**src/logic/pdp8Pkg.sv**
```systemverilog
/*
 * Shared types for the PDP-8/L style core.
 * Word, opcode and state encodings used by the RTL and the testbench.
 * Referenced everywhere by scoped names.
 */
package pdp8Pkg;

    typedef logic [11:0] word_t;    // machine word, also MA/PC/switch register
    typedef logic [2:0]  opcode_t;  // IR field, top three bits of the instruction

    // major states, one memory cycle each except HALT
    typedef enum logic [2:0] {
        HALT,
        FETCH,
        DEFER,
        EXEC,
        DEPOSIT,
        EXAMINE
    } majorState_t;

    // time states of one memory cycle
    typedef enum logic [2:0] {
        IDLE,
        TS1,    // read core into MB
        TS2,    // modify MB
        TS3,    // write MB back
        TS4     // finish, update registers
    } timeState_t;

    localparam opcode_t OP_AND = 3'd0;
    localparam opcode_t OP_TAD = 3'd1;
    localparam opcode_t OP_ISZ = 3'd2;
    localparam opcode_t OP_DCA = 3'd3;
    localparam opcode_t OP_JMS = 3'd4;
    localparam opcode_t OP_JMP = 3'd5;
    localparam opcode_t OP_IOT = 3'd6;  // no IO bus here, runs as a no-op
    localparam opcode_t OP_OPR = 3'd7;

endpackage

```
**src/logic/consoleKeyIf.sv**
```systemverilog
/*
 * Front-panel key pulses from the debouncer to the major-state control.
 * Each line is a single-clock pulse after a debounced release.
 */
interface consoleKeyIf;

    logic loadAddr;     // LOAD ADDRESS
    logic deposit;
    logic examine;
    logic cont;         // CONTINUE
    logic start;

    modport source (output loadAddr, deposit, examine, cont, start);
    modport sink   (input  loadAddr, deposit, examine, cont, start);

endinterface

```
**src/logic/majorStateCtl.sv**
```systemverilog
/*
 * Major-state control and the programmer-visible registers.
 * Handles panel keys while halted, then the read/modify/write/finish steps
 * of FETCH, DEFER and EXEC against the time states from memoryTiming.
 */
module majorStateCtl (
    input  logic                 CLOCK,
    input  logic                 RESET,
    consoleKeyIf.sink            keys,
    input  logic                 i_swStop,
    input  logic                 i_swStep,
    input  pdp8Pkg::word_t       i_switches,
    input  pdp8Pkg::timeState_t  i_timeState,
    input  logic                 i_phaseEnd,
    output logic                 o_cycleStart,
    output pdp8Pkg::word_t       o_memAddr,
    output pdp8Pkg::word_t       o_memWriteData,
    output logic                 o_memWrite,
    input  pdp8Pkg::word_t       i_memReadData,
    input  pdp8Pkg::word_t       i_group1Ac,
    input  logic                 i_group1Link,
    input  logic                 i_group2Skip,
    input  pdp8Pkg::word_t       i_group2Ac,
    input  pdp8Pkg::word_t       i_tadAc,
    input  logic                 i_tadLink,
    output pdp8Pkg::majorState_t o_majorState,
    output pdp8Pkg::word_t       o_ac,
    output logic                 o_link,
    output pdp8Pkg::word_t       o_pc,
    output pdp8Pkg::word_t       o_ma,
    output pdp8Pkg::word_t       o_mb,
    output pdp8Pkg::opcode_t     o_ir
);

    pdp8Pkg::majorState_t majorState, nextState, afterInstr;
    pdp8Pkg::word_t       ac, pc, ma, mb, effAddr;
    pdp8Pkg::word_t       finishAc, finishPc, finishMa;
    pdp8Pkg::opcode_t     ir;
    logic                 link, finishLink;
    logic                 ts1End, ts2End, ts3End, ts4End;
    logic                 idleHalt, keyCycle, haltReq;

    assign ts1End = i_phaseEnd && (i_timeState == pdp8Pkg::TS1);
    assign ts2End = i_phaseEnd && (i_timeState == pdp8Pkg::TS2);
    assign ts3End = i_phaseEnd && (i_timeState == pdp8Pkg::TS3);
    assign ts4End = i_phaseEnd && (i_timeState == pdp8Pkg::TS4);

    // console only listens when stopped and memory is quiet
    assign idleHalt = (majorState == pdp8Pkg::HALT) && (i_timeState == pdp8Pkg::IDLE);
    assign keyCycle = !keys.loadAddr && (keys.examine || keys.deposit || keys.cont || keys.start);

    // back to back cycles unless heading for HALT
    assign o_cycleStart = (idleHalt && keyCycle) || (ts4End && (nextState != pdp8Pkg::HALT));

    // current page or page zero
    assign effAddr = {mb[7] ? ma[11:7] : 5'd0, mb[6:0]};

    // STOP/STEP, or an HLT being fetched
    assign haltReq    = i_swStop || i_swStep ||
                        ((majorState == pdp8Pkg::FETCH) && ((mb & 12'o7403) == 12'o7402));
    assign afterInstr = haltReq ? pdp8Pkg::HALT : pdp8Pkg::FETCH;

    ////////////////////////////////////////
    // TS4 register updates
    ////////////////////////////////////////

    always_comb begin
        finishAc   = ac;
        finishLink = link;
        finishPc   = pc;
        finishMa   = ma;
        case (majorState)
            pdp8Pkg::FETCH: begin
                case (ir)
                    pdp8Pkg::OP_AND, pdp8Pkg::OP_TAD, pdp8Pkg::OP_ISZ,
                    pdp8Pkg::OP_DCA, pdp8Pkg::OP_JMS:
                        finishMa = effAddr;
                    pdp8Pkg::OP_JMP:
                        if (mb[8])
                            finishMa = effAddr;     // pointer fetch next
                        else
                            finishPc = effAddr;
                    pdp8Pkg::OP_OPR:
                        if (!mb[8]) begin
                            finishAc   = i_group1Ac;
                            finishLink = i_group1Link;
                        end else if (!mb[0]) begin
                            finishAc = i_group2Ac;
                            if (i_group2Skip)
                                finishPc = pc + 12'd1;
                        end
                    default: ;                      // IOT does nothing
                endcase
            end
            pdp8Pkg::DEFER: begin
                if (ir == pdp8Pkg::OP_JMP)
                    finishPc = mb;
                else
                    finishMa = mb;
            end
            pdp8Pkg::EXEC: begin
                case (ir)
                    pdp8Pkg::OP_AND: finishAc = ac & mb;
                    pdp8Pkg::OP_TAD: begin
                        finishAc   = i_tadAc;
                        finishLink = i_tadLink;
                    end
                    pdp8Pkg::OP_ISZ: if (mb == '0) finishPc = pc + 12'd1;  // skip on wrap
                    pdp8Pkg::OP_DCA: finishAc = '0;
                    pdp8Pkg::OP_JMS: finishPc = ma + 12'd1;
                    default: ;
                endcase
            end
            default: ;                              // EXAMINE/DEPOSIT leave registers alone
        endcase
    end

    ////////////////////////////////////////
    // state and register file
    ////////////////////////////////////////

    always_ff @(posedge CLOCK) begin
        if (RESET) begin
            majorState <= pdp8Pkg::HALT;
            nextState  <= pdp8Pkg::HALT;
            ac         <= '0;
            link       <= 1'b0;
            pc         <= '0;
            ma         <= '0;
            mb         <= '0;
            ir         <= '0;
        end else if (idleHalt) begin
            if (keys.loadAddr) begin
                pc <= i_switches;
                ma <= i_switches;
            end else if (keys.examine || keys.deposit) begin
                ma         <= pc;
                pc         <= pc + 12'd1;
                majorState <= keys.examine ? pdp8Pkg::EXAMINE : pdp8Pkg::DEPOSIT;
            end else if (keys.cont || keys.start) begin
                ma         <= pc;
                majorState <= pdp8Pkg::FETCH;
                if (keys.start) begin
                    ac   <= '0;
                    link <= 1'b0;
                end
            end
        end else begin
            if (ts1End)
                mb <= i_memReadData;                // core read lands in MB
            if (ts2End) begin
                case (majorState)
                    pdp8Pkg::FETCH: begin
                        ir <= mb[11:9];
                        pc <= pc + 12'd1;
                    end
                    pdp8Pkg::DEFER: if (ma[11:3] == 9'o001) mb <= mb + 12'd1;  // auto-index
                    pdp8Pkg::EXEC: begin
                        case (ir)
                            pdp8Pkg::OP_ISZ: mb <= mb + 12'd1;
                            pdp8Pkg::OP_DCA: mb <= ac;
                            pdp8Pkg::OP_JMS: mb <= pc;  // return address
                            default: ;
                        endcase
                    end
                    pdp8Pkg::DEPOSIT: mb <= i_switches;
                    default: ;
                endcase
            end
            if (ts3End) begin
                case (majorState)
                    pdp8Pkg::FETCH: begin
                        if (ir == pdp8Pkg::OP_IOT || ir == pdp8Pkg::OP_OPR)
                            nextState <= afterInstr;
                        else if (mb[8])
                            nextState <= pdp8Pkg::DEFER;
                        else
                            nextState <= (ir == pdp8Pkg::OP_JMP) ? afterInstr : pdp8Pkg::EXEC;
                    end
                    pdp8Pkg::DEFER:
                        nextState <= (ir == pdp8Pkg::OP_JMP) ? afterInstr : pdp8Pkg::EXEC;
                    pdp8Pkg::EXEC: nextState <= afterInstr;
                    default:       nextState <= pdp8Pkg::HALT;  // panel cycles stop
                endcase
            end
            if (ts4End) begin
                ac         <= finishAc;
                link       <= finishLink;
                pc         <= finishPc;
                ma         <= (nextState == pdp8Pkg::FETCH) ? finishPc : finishMa;
                majorState <= nextState;
            end
        end
    end

    assign o_memAddr      = ma;
    assign o_memWriteData = mb;
    assign o_memWrite     = ts3End;                 // write back at end of TS3

    assign o_majorState = majorState;
    assign o_ac         = ac;
    assign o_link       = link;
    assign o_pc         = pc;
    assign o_ma         = ma;
    assign o_mb         = mb;
    assign o_ir         = ir;

endmodule

```
**src/flat_wrapper.sv**
```systemverilog
// flat-port wrapper written by rule: the top's interface ports become plain ports
module majorStateCtl_flat 
  (CLOCK, RESET, i_swStop, i_swStep, i_switches, i_timeState, i_phaseEnd, o_cycleStart, o_memAddr, o_memWriteData, o_memWrite, i_memReadData, i_group1Ac, i_group1Link, i_group2Skip, i_group2Ac, i_tadAc, i_tadLink, o_majorState, o_ac, o_link, o_pc, o_ma, o_mb, o_ir, keys_loadAddr, keys_deposit, keys_examine, keys_cont, keys_start);
  consoleKeyIf keys_i ();
  input  logic CLOCK;
  input  logic RESET;
  input  logic i_swStop;
  input  logic i_swStep;
  input  pdp8Pkg::word_t i_switches;
  input  pdp8Pkg::timeState_t i_timeState;
  input  logic i_phaseEnd;
  output logic o_cycleStart;
  output pdp8Pkg::word_t o_memAddr;
  output pdp8Pkg::word_t o_memWriteData;
  output logic o_memWrite;
  input  pdp8Pkg::word_t i_memReadData;
  input  pdp8Pkg::word_t i_group1Ac;
  input  logic i_group1Link;
  input  logic i_group2Skip;
  input  pdp8Pkg::word_t i_group2Ac;
  input  pdp8Pkg::word_t i_tadAc;
  input  logic i_tadLink;
  output pdp8Pkg::majorState_t o_majorState;
  output pdp8Pkg::word_t o_ac;
  output logic o_link;
  output pdp8Pkg::word_t o_pc;
  output pdp8Pkg::word_t o_ma;
  output pdp8Pkg::word_t o_mb;
  output pdp8Pkg::opcode_t o_ir;
  input wire logic [$bits(keys_i.loadAddr)-1:0] keys_loadAddr;
  input wire logic [$bits(keys_i.deposit)-1:0] keys_deposit;
  input wire logic [$bits(keys_i.examine)-1:0] keys_examine;
  input wire logic [$bits(keys_i.cont)-1:0] keys_cont;
  input wire logic [$bits(keys_i.start)-1:0] keys_start;
  assign keys_i.loadAddr = keys_loadAddr;
  assign keys_i.deposit = keys_deposit;
  assign keys_i.examine = keys_examine;
  assign keys_i.cont = keys_cont;
  assign keys_i.start = keys_start;
  majorStateCtl u_core (.CLOCK(CLOCK), .RESET(RESET), .keys(keys_i), .i_swStop(i_swStop), .i_swStep(i_swStep), .i_switches(i_switches), .i_timeState(i_timeState), .i_phaseEnd(i_phaseEnd), .o_cycleStart(o_cycleStart), .o_memAddr(o_memAddr), .o_memWriteData(o_memWriteData), .o_memWrite(o_memWrite), .i_memReadData(i_memReadData), .i_group1Ac(i_group1Ac), .i_group1Link(i_group1Link), .i_group2Skip(i_group2Skip), .i_group2Ac(i_group2Ac), .i_tadAc(i_tadAc), .i_tadLink(i_tadLink), .o_majorState(o_majorState), .o_ac(o_ac), .o_link(o_link), .o_pc(o_pc), .o_ma(o_ma), .o_mb(o_mb), .o_ir(o_ir));
endmodule
```
**config.mk**
```make
export PLATFORM = sky130hd
export DESIGN_NAME = majorStateCtl_flat
export DESIGN_NICKNAME = d
export VERILOG_FILES = /design/src/logic/pdp8Pkg.sv /design/src/logic/consoleKeyIf.sv /design/src/logic/majorStateCtl.sv /design/src/flat_wrapper.sv
export SDC_FILE = /design/constraint.sdc
export NUM_CORES = 1
export LEC_CHECK = 0
export BUFFER_PORTS_ARGS = -buffer_cell sky130_fd_sc_hd__buf_2
export CAP_MARGIN = 20
export CORE_UTILIZATION = 50
export DETAILED_ROUTE_END_ITERATION = 16
export GPL_TIMING_DRIVEN = 0
export PLACE_DENSITY = 0.75
export RECOVER_POWER = 100
export SKIP_CTS_REPAIR_TIMING = 1
export SKIP_LAST_GASP = 1
export SLEW_MARGIN = 20
export SYNTH_ARGS = -nofsm -noshare
export SYNTH_HDL_FRONTEND = slang
export SYNTH_SLANG_ARGS = --single-unit
```
**constraint.sdc**
```tcl
create_clock -name CLOCK -period 2.4 [get_ports CLOCK]
set_input_delay 0.24 -clock CLOCK [delete_from_list [all_inputs] [get_ports CLOCK]]
set_output_delay 0.24 -clock CLOCK [all_outputs]
set_load 0.05 [all_outputs]
```
After elaboration in Yosys (flattened, before gate mapping)
Cells that the tools add are included.

Reduce and logical (&&, ||, !) cells: 36. Mux-type cells: 63. $add $sub $neg: 3. Bitwise operators: 2. Equal/unequal tests: 33.

Operator list (number): $mux 12 (32); $pmux 12 s3 (4); $pmux 12 s2 (5); $add 12x1->12 const B (3); $mux 3 (8); $eq 3x2->1 const B (6); $eq 3x3->1 const B (6); $reduce_and 9->1 (2); $and 12x12->12 (1); $eq 3x1->1 const B (4); $logic_not 12->1 (1); $reduce_bool 3->1 (4); $mux 1 (11); $ne 5x4->1 const B (2); $eq 9x1->1 const B (1); $logic_and 1x1->1 (9); $logic_not 3->1 (3); $ne 3x3->1 const B (3); $pmux 3 s3 (1); $reduce_and 3->1 (3); $logic_or 1x1->1 (8); $ne 2x2->1 const B (4); $ne 4x4->1 const B (2); $eq 6x6->1 const B (1); 12 further kinds (13).

Word-level logic and storage cells: 145. Input bits: 76. Register bits: 58. Output and inout bits: 81.

Logic depth before layout (Yosys ltp)
Gate-level depths: netlist (run 1).

Depth in word-level cells: 9. Depth in mapped cells: 10. Mapped depth without buffers: 8.

Worst setup path after synthesis (run 1)
Ideal clock, no wire load.

Path type: register to output. Start: register u_core.majorState[2] (netlist: u_core.o_majorState[2]). End: output o_cycleStart. Path slack: -0.349 ns. Data arrival time: 2.509 ns. Buffers on the path: 1. Stages on the path, launching flop included: 6. Data required time: 2.160 ns. Cell sequence: dfxtp_1 -> nor4_4 -> and2_1 -> buf_6 -> nand2_1 -> o21ai_0.

Longest elaborated chain between the ends: 4.

RTL lines: from (decl) (RTL line majorStateCtl.sv:35) `pdp8Pkg::majorState_t majorState, nextState, afterInstr;`; from (signal assigned) (RTL line majorStateCtl.sv:124) `majorState <= pdp8Pkg::HALT;`; from (signal assigned) (RTL line majorStateCtl.sv:139) `majorState <= keys.examine ? pdp8Pkg::EXAMINE : pdp8Pkg::DEPOSIT;`; from (signal assigned) (RTL line majorStateCtl.sv:142) `majorState <= pdp8Pkg::FETCH;`; $logic_not 3->1 (RTL line majorStateCtl.sv:49) `assign idleHalt = (majorState == pdp8Pkg::HALT) && (i_timeState == pdp8Pkg::IDLE);`; $logic_and 1x1->1 (RTL line majorStateCtl.sv:49); $logic_and 1x1->1 (RTL line majorStateCtl.sv:53) `assign o_cycleStart = (idleHalt && keyCycle) || (ts4End && (nextState != pdp8Pkg::HALT));`; $logic_or 1x1->1 (RTL line majorStateCtl.sv:53); to (decl) (RTL line flat_wrapper.sv:12) `output logic o_cycleStart;`.

Every way passes these cells.

Worst setup path after layout (run 1)
Start: register u_core.mb[11] (netlist: u_core.o_mb[11]). End: register u_core.pc[5] (netlist: u_core.o_pc[5]).

Longest elaborated chain between the ends: 6.

RTL lines: from (decl) (RTL line majorStateCtl.sv:36) `pdp8Pkg::word_t ac, pc, ma, mb, effAddr;`; from (signal assigned) (RTL line majorStateCtl.sv:150) `mb <= i_memReadData;`; from (signal assigned) (RTL line majorStateCtl.sv:157) `pdp8Pkg::DEFER: if (ma[11:3] == 9'o001) mb <= mb + 12'd1;`; from (signal assigned) (RTL line majorStateCtl.sv:160) `pdp8Pkg::OP_ISZ: mb <= mb + 12'd1;`; $logic_not 12->1 (RTL line majorStateCtl.sv:108) `pdp8Pkg::OP_ISZ: if (mb == '0) finishPc = pc + 12'd1;`; $mux 12 (RTL line majorStateCtl.sv:108); $pmux 12 s2 (RTL line majorStateCtl.sv:102) `case (ir)`; $pmux 12 s3 (RTL line majorStateCtl.sv:72) `case (majorState)`; $mux 12 (RTL line majorStateCtl.sv:186) `if (ts4End) begin`; $mux 12 (RTL line majorStateCtl.sv:132) `end else if (idleHalt) begin`; to (signal assigned) (RTL line majorStateCtl.sv:134) `pc <= i_switches;`; to (signal assigned) (RTL line majorStateCtl.sv:138) `pc <= pc + 12'd1;`; to (signal assigned) (RTL line majorStateCtl.sv:189) `pc <= finishPc;`; to (decl) (RTL line majorStateCtl.sv:36).

Every way passes these cells. A chain may end at the register's enable or synchronous reset.

==> summary.md, run 1 <==
| Metric | Value |
|---|---|
| Shortest period the worst path allows | around 2.4 ns |
| Origin of the critical flop-to-flop path | u_core.o_mb[11]$_SDFFE_PP0N_ |
| Global-route wire length before repair | approximately 47000 um |
| Post-synthesis to final-layout area growth | 27.6% |
| Post-synthesis average cell area | 7.04 um2 |
| Number of enable-type register cells in the synthesized netlist | 0 |
| MaxCap Viol Count | 0 |
| Critical path fanouts, max | 8 |
| Antenna violations before repair | 0 |
| GR met2 Demand/Resource | between 60% and 70% |
| CTS H-tree lvls | 3 |
| Final Skew | between 0.009 and 0.01 ns |
| Relative slew margins | between 30% and 40% |
| Pre-Repair DR Iteration Count | 8 |
| PnR worst setup slack | -0.0330 ns |
| Outcome | complete, but fails checks |
| Met3 Usage GRT | 16.0% |
| Buffer type at the clock tree root | clkbuf_16 |
| LEAKAGE | a little under 3 nW |
| Detailed-route wire length | ~33000 um |
| Number of pins with negative max-slew slack in the final report | 0 |
| Required arrival time at the worst endpoint | 2.59 ns |
| Clock slew at reported path FFs | 0.06 ns |
| RSZ-0062 raised after global routing | yes |
| Net count of the mapped netlist | between 1000 and 1500 |
| Global routing met1 resource utilization | between 60% and 70% |
| Primary FF master, synth | dfxtp_1 |
| Worst hold path cell count | 4 |
| Core Footprint | between 0.01 and 0.015 mm2 |
| Path depth of the worst reg2reg path | 7 |
| Synth cell count leaders | nand2_1 (93), a21oi_1 (74), clkbuf_1 (64) |
| CTS tree | built |
| Yosys cell types | slightly below 80 |
| WL/cell | approximately 26 um |
| Final hold violation count | 0 |
| Type of the tightest min-delay check | input port to register |
| Final critical-path share of the clock period | 101% |
| Worst slew pin tran | between 0.9 and 1 ns |
| Most numerous cell in the Yosys netlist | nand2_1 |
| Total placed cells including tap cells | approximately 1200 |
| Failing checks | setup timing |
| Worst-skew pair later-pin latency | between 0.3 and 0.4 ns |
| Synth warn | 0 |
| Ratio of cells with drive above 1 in the final layout | approximately a quarter |
| Nature of the critical path endpoint | register |
| Count of standard-cell rows | a little over 40 |
| Seq/Total Area, Yosys | between 15 and 20% |
| Y dimension of the die | approximately 120 um |
| Largest incremental delay on the critical path | about 0.46 ns |
| Post-detail-place hpwl | 24000 um |
| Number of global-route vias before repair | roughly 7600 |
| Worst Setup Start Kind | register |
| Arrival time reported for the critical path endpoint | roughly 2.6 ns |
| Pin count of the biggest net entering global routing | 13 |
| Area fraction of the dominant cell type after synthesis | between 15 and 20% |
| Number of buffers created by CTS | 9 |
| Final non-filler cell total | roughly 1300 |
| Number of antenna repair diodes | 0 |
| Buffer depth of the longest clock path | 2 |
| Die outline area | 0.0134 mm2 |
| Max Clock Freq | approximately 0.41 GHz |
| Number of storage elements in the synthesis netlist | 57 |
| DRC violation count after routing | 0 |
| Synthesized cell area | 0.00647 mm2 |
| Most Used Layer, Global Route | met2 |
| Final net count | 1177 |
| Leading cell types by total area after synthesis | dfxtp_1 (18%), a21oi_1 (5.7%), nand2_1 (5.4%) |
| Starting density of the core | just over 50% |
| Final setup viols | 3 |
| Global route overflow | 0 |
| R2R setup slack | -0.03 ns |
| Clk sinks | 57 |
| Most area-hungry cell type in the Yosys netlist | dfxtp_1 |
| Slowest cell on the critical path | nor4_4 |
| Count of port buffers added during placement | ~160 |
| Total Power Consumption | around 3.2 mW |
| Via count of the routed design | 8937 |
| Number of nets with antenna violations after routing | 0 |
| Hold_sp | i_memReadData[4] |
| X dimension of the die | 116 um |
| Final weighted congestion in routability-driven placement | between 1 and 1.5 |
| Max VDD drop | between 0.0002 and 0.0003 V |
| GR Util All Layers | a little under half |
| Cells after Synth | 920 |
| Setup Crit Path Kind | register to register |
| Average via count per standard cell | between 7 and 8 |
| Share of synthesized flip-flops with an asynchronous set or reset | 0% |
| Ordered cell list for the critical path | clkbuf_1, nor4_4, and3_4, nor2_4, o31a_1, o31ai_2, a211oi_1 |
| Violation count after the first detailed-routing iteration | ~1500 |
| Capture endpoint of the worst hold path | u_core.o_mb[4]$_SDFFE_PP0N_ |
| Pwr/cell area | 382 mW/mm2 |
| Number of top-level design ports | around 160 |
| Worst flop-to-flop path endpoint | u_core.o_pc[5]$_SDFFE_PP0P_ |
==> worst max-delay path: cells and delay by family (launching register included) <==
family | cells | cell delay (ns)
AND/OR/NAND/NOR | 3 | 0.85
flip-flops | 1 | 0.33
AO/OA/AOI/OAI | 3 | 0.79
buffers and inverters | 1 | 0.30
==> worst max-delay path by stage <==
stage | from | to | slack (ns) | cells after the start
floorplan | u_core.o_mb[0]$_SDFFE_PP0N_ | u_core.o_ma[8]$_SDFFE_PP0P_ | 0.002 | 9
global placement | u_core.o_mb[0]$_SDFFE_PP0N_ | u_core.o_ma[1]$_SDFFE_PP0P_ | -0.85 | 9
detailed placement | u_core.o_mb[0]$_SDFFE_PP0N_ | u_core.o_ma[1]$_SDFFE_PP0P_ | -0.83 | 9
global route | u_core.o_ir[0]$_SDFFE_PP0P_ | u_core.o_pc[5]$_SDFFE_PP0P_ | -0.04 | 8
CTS | u_core.o_mb[0]$_SDFFE_PP0N_ | u_core.o_ma[1]$_SDFFE_PP0P_ | -0.85 | 9
finish | u_core.o_mb[11]$_SDFFE_PP0N_ | u_core.o_pc[5]$_SDFFE_PP0P_ | -0.03 | 7
==> cells in the final DEF, fill, tap and decap left out, types with 11 or more instances in the layout <==
master,n
clkbuf_1,109
nand2_1,90
buf_2,87
a21oi_1,71
nor2_1,55
o21ai_0,49
dfxtp_1,49
buf_4,40
nand3_1,39
mux2i_1,32
clkbuf_2,25
nor3_1,23
inv_1,22
nand4_1,19
xnor2_1,19
a211oi_1,16
a311oi_1,15
clkbuf_4,14
o221ai_1,14
xor2_1,12
nor3b_1,12
a22oi_1,11
o22ai_1,11
==> cell families (layout without fill, tap and decap cells) <==
kind of cell    Yosys count  after routing  synth area share (%)
buf+inv                 138            319                  10.1
simple gates            349            349                  28.9
flops                    57             57                  17.6
xor+xnor                 31             31                  4.19
mux                      41             41                  6.50
compound gates          299            299                  31.8
fa+ha+maj                 5              5                 0.967
==> metal layers <==
metal,vias up,wire [um]
li1,3810,-
met1,4129,12600
met2,849,13100
met3,149,5220
met4,0,1810
met5,-,0
==> final cells by class <==
type                       count  area, um2
clock buffer                  11        243
fill                        1236       4360
inverter                      23       93.8
clock inverter                 5       55.1
multi-input combinational    725       5060
timing repair buffer         170        810
sequential                    57       1150
buffer                       110        634
tap                          172        215
==> stage by stage <==
step	setup TNS (ns)	worst slack, ns	hold slack [ns]	util [%]	instance area, um2
after floorplan	0	0.00241	0.430	-	6480
after global placement	-21.92	-0.850	0.483	59.2	7470
after detailed placement	-22.85	-0.831	0.490	59.2	7470
after CTS	-23.54	-0.855	0.223	61.5	7760
after global routing	-0.138	-0.0363	0.243	65.5	8260
final	-0.0490	-0.0330	0.219	65.5	8260
==> sequential cells by signal (all words and copies together), names as in the netlist <==
register and cells:
u_core.o_ma 12, u_core.o_ac 12, u_core.o_pc 12, u_core.o_mb 12, u_core.o_link 1, u_core.o_ir 3
u_core.o_majorState 3, u_core.nextState 2
==> report_power, final <==
group | switching, mW | internal (mW) | total (mW)
logic | 0.541 | 0.256 | 0.798
clock network | 0.515 | 0.828 | 1.34
registers | 0.0422 | 0.972 | 1.01
total | 1.10 | 2.06 | 3.15
Power figures use the tool's default switching activity.
==> run 2, diff against run 1 <==
CORE_ASPECT_RATIO = 0.5   (was not set)
==> run 2 against run 1 <==
Effect of this change:
- the flow finishes with violations (DRC, setup timing)
- total power shrank 1.6%
- utilization increased by 2.0 points
- hold slack better by 0.011 ns
- worst setup slack got worse by 0.12 ns
- die area increased by 0.21%
- critical endpoint is now u_core.o_ma[4]$_SDFFE_PP0P_
- largest power group unchanged
==> summary.md, run 2 (synthesis results as in run 1) <==
| Metric | Value |
|---|---|
| PnR worst setup slack | -0.155 ns |
| Die outline area | 0.0134 mm2 |
| Number of antenna repair diodes | 0 |
| Arrival time reported for the critical path endpoint | ~2.7 ns |
| Global route overflow | 0 |
| CTS tree | built |
| Type of the tightest min-delay check | input port to register |
| Clk sinks | 57 |
| LEAKAGE | slightly above 3 nW |
| Final critical-path share of the clock period | 106% |
| Failing checks | DRC, setup timing |
| Worst Setup Start Kind | register |
| Routed length on met1 | around 13000 um |
| Buffer type at the clock tree root | clkbuf_16 |
| Y dimension of the die | roughly 82 um |
| Pwr/cell area | roughly 380 mW/mm2 |
| Violation count after the first detailed-routing iteration | approximately 1700 |
| Setup Crit Path Kind | register to register |
| WL/cell | 26.5 um |
| Average via count per standard cell | around 7.2 |
| Net switching power | between 1 and 1.5 mW |
| Buffer depth of the longest clock path | 2 |
| Number of buffers created by CTS | 9 |
| Total met3 wirelength after detailed routing | 6170 um |
| Antenna violations before repair | 3 |
| Relative slew margins | 32.3% |
| Critical path fanouts, max | 10 |
| GR Util All Layers | 48.6% |
| Clock slew at reported path FFs | roughly 0.060 ns |
| Most common cell after layout, fill and taps aside | buf_2 |
| Via count of the routed design | between 9000 and 10000 |
| Total Power Consumption | approximately 3.1 mW |
| Pre-Repair DR Iteration Count | 16 |
| Cell-internal power | just under 2 mW |
| Highest routed layer | met5 |
| Final setup viols | 6 |
| Count of standard-cell rows | 28 |
| R2R setup slack | -0.16 ns |
| Detailed-route wire length | 33400 um |
| Global-route wire length before repair | between 40000 and 50000 um |
| Number of pins with negative max-slew slack in the final report | 0 |
| RSZ-0062 raised after global routing | yes |
| Ordered cell list for the critical path | buf_2, nor4_4, nand4_1, xnor2_1, o22ai_2, a2111oi_4, o221ai_1 |
| CTS H-tree lvls | 3 |
| Shortest period the worst path allows | between 2 and 3 ns |
| Outcome | complete, but fails checks |
| Nature of the critical path endpoint | register |
| Largest delay share family, worst path | simple AND/OR/NAND/NOR gates |
| Final Core Density | 67.5% |
| Count of port buffers added during placement | between 150 and 200 |
| Pin count of the biggest net entering global routing | 13 |
| Ratio of cells with drive above 1 in the final layout | between 20 and 30% |
| Final Skew | 0.0110 ns |
| Final weighted congestion in routability-driven placement | 1.11 |
| Max VDD drop | around 0.00029 V |
| X dimension of the die | around 160 um |
| Final hold violation count | 0 |
| Sum of buffers and inverters on the critical path | 1 |
| Net switching fraction of the power | a little under two fifths |
| Clock network fraction of total power | 41.2% |
| Hold WS | 0.230 ns |
| Met2 wire len | approximately 13000 um |
| Core Footprint | roughly 0.012 mm2 |
| Max Clock Freq | a little under 0.4 GHz |
| Top library cells by usage in the layout, fill and taps aside | buf_2 (118), nand2_1 (91), clkbuf_1 (79) |
| Number of nets with antenna violations after routing | 0 |
| Slowest cell on the critical path | nor4_4 |
| DRC violation count after routing | 1 |
| Power share of the combinational group | between 20% and 30% |
| Largest incremental delay on the critical path | approximately 0.48 ns |
| Number of global-route vias before repair | slightly below 8000 |
| Post-detail-place hpwl | roughly 25000 um |
| Number of top-level design ports | approximately 160 |
| Final net count | approximately 1200 |
| Reg power frac | 32.7% |
| MaxCap Viol Count | 0 |
| Worst slew pin tran | between 1 and 1.5 ns |
| Worst-skew pair later-pin latency | roughly 0.35 ns |
| Required arrival time at the worst endpoint | between 2 and 3 ns |
| Starting density of the core | between 50 and 60% |
| Post-synthesis to final-layout area growth | 27.1% |
==> run 2: changes by cell type in the layout (fill, tap and decap cells not counted), sizes merged <==
cell      before  now
bufinv         1    0
buf          133  163
clkinvlp       2    5
clkbuf       158  125
inv           23   22
==> run 2: per-stage QoR <==
stage,area (um2),setup slack (ns),TNS (ns),instances
floorplan,6480,0.00241,0,920
global placement,7460,-0.731,-20.12,1240
detailed placement,7460,-0.699,-20.59,1240
CTS,7740,-0.713,-20.87,1256
global route,8230,-0.121,-0.656,1264
finish,8230,-0.155,-0.283,1264
==> run 2: path summary, 6_finish.rpt <==
kind,startpoint,depth (start not counted),to
worst max register to register,u_core.o_mb[9]$_SDFFE_PP0N_,7,u_core.o_ma[4]$_SDFFE_PP0P_
worst min register to register,u_core.o_ac[6]$_SDFFE_PP0P_,2,u_core.o_ac[6]$_SDFFE_PP0P_
worst min-delay path,i_memReadData[4],4,u_core.o_mb[4]$_SDFFE_PP0N_
worst max-delay path,u_core.o_mb[9]$_SDFFE_PP0N_,7,u_core.o_ma[4]$_SDFFE_PP0P_
==> run 2: power by group through the flow <==
stage / registers, mW / logic, mW / clock network (mW)
after global routing: 1.02 / 0.833 / 1.30
after CTS: 1.01 / 0.709 / 1.27
after floorplan: 1.10 / 0.367 / 0
after global placement: 1.03 / 0.703 / 0
after detailed placement: 1.03 / 0.706 / 0
final: 1.01 / 0.812 / 1.28
==> run 2: layout make-up <==
class	instances	area (um2)
sequential	57	1150
tap	165	206
clock buffer	10	239
timing repair buffer	168	837
fill	1128	3960
clock inverter	6	43.8
buffer	110	641
inverter	23	90.1
multi-input combinational	725	5020
==> run 2: metal layers <==
layer | GRT usage, % | vias up
li1 | - | 3799
met1 | 63.0 | 4247
met2 | 68.6 | 929
met3 | 22.5 | 186
met4 | 20.8 | 2
met5 | 0 | -
==> run 2: worst min-delay path: stages <==
cell and delay (ns):
buf_2 0.07, mux2i_1 0.06, nor2_1 0.09, a21o_1 0.08
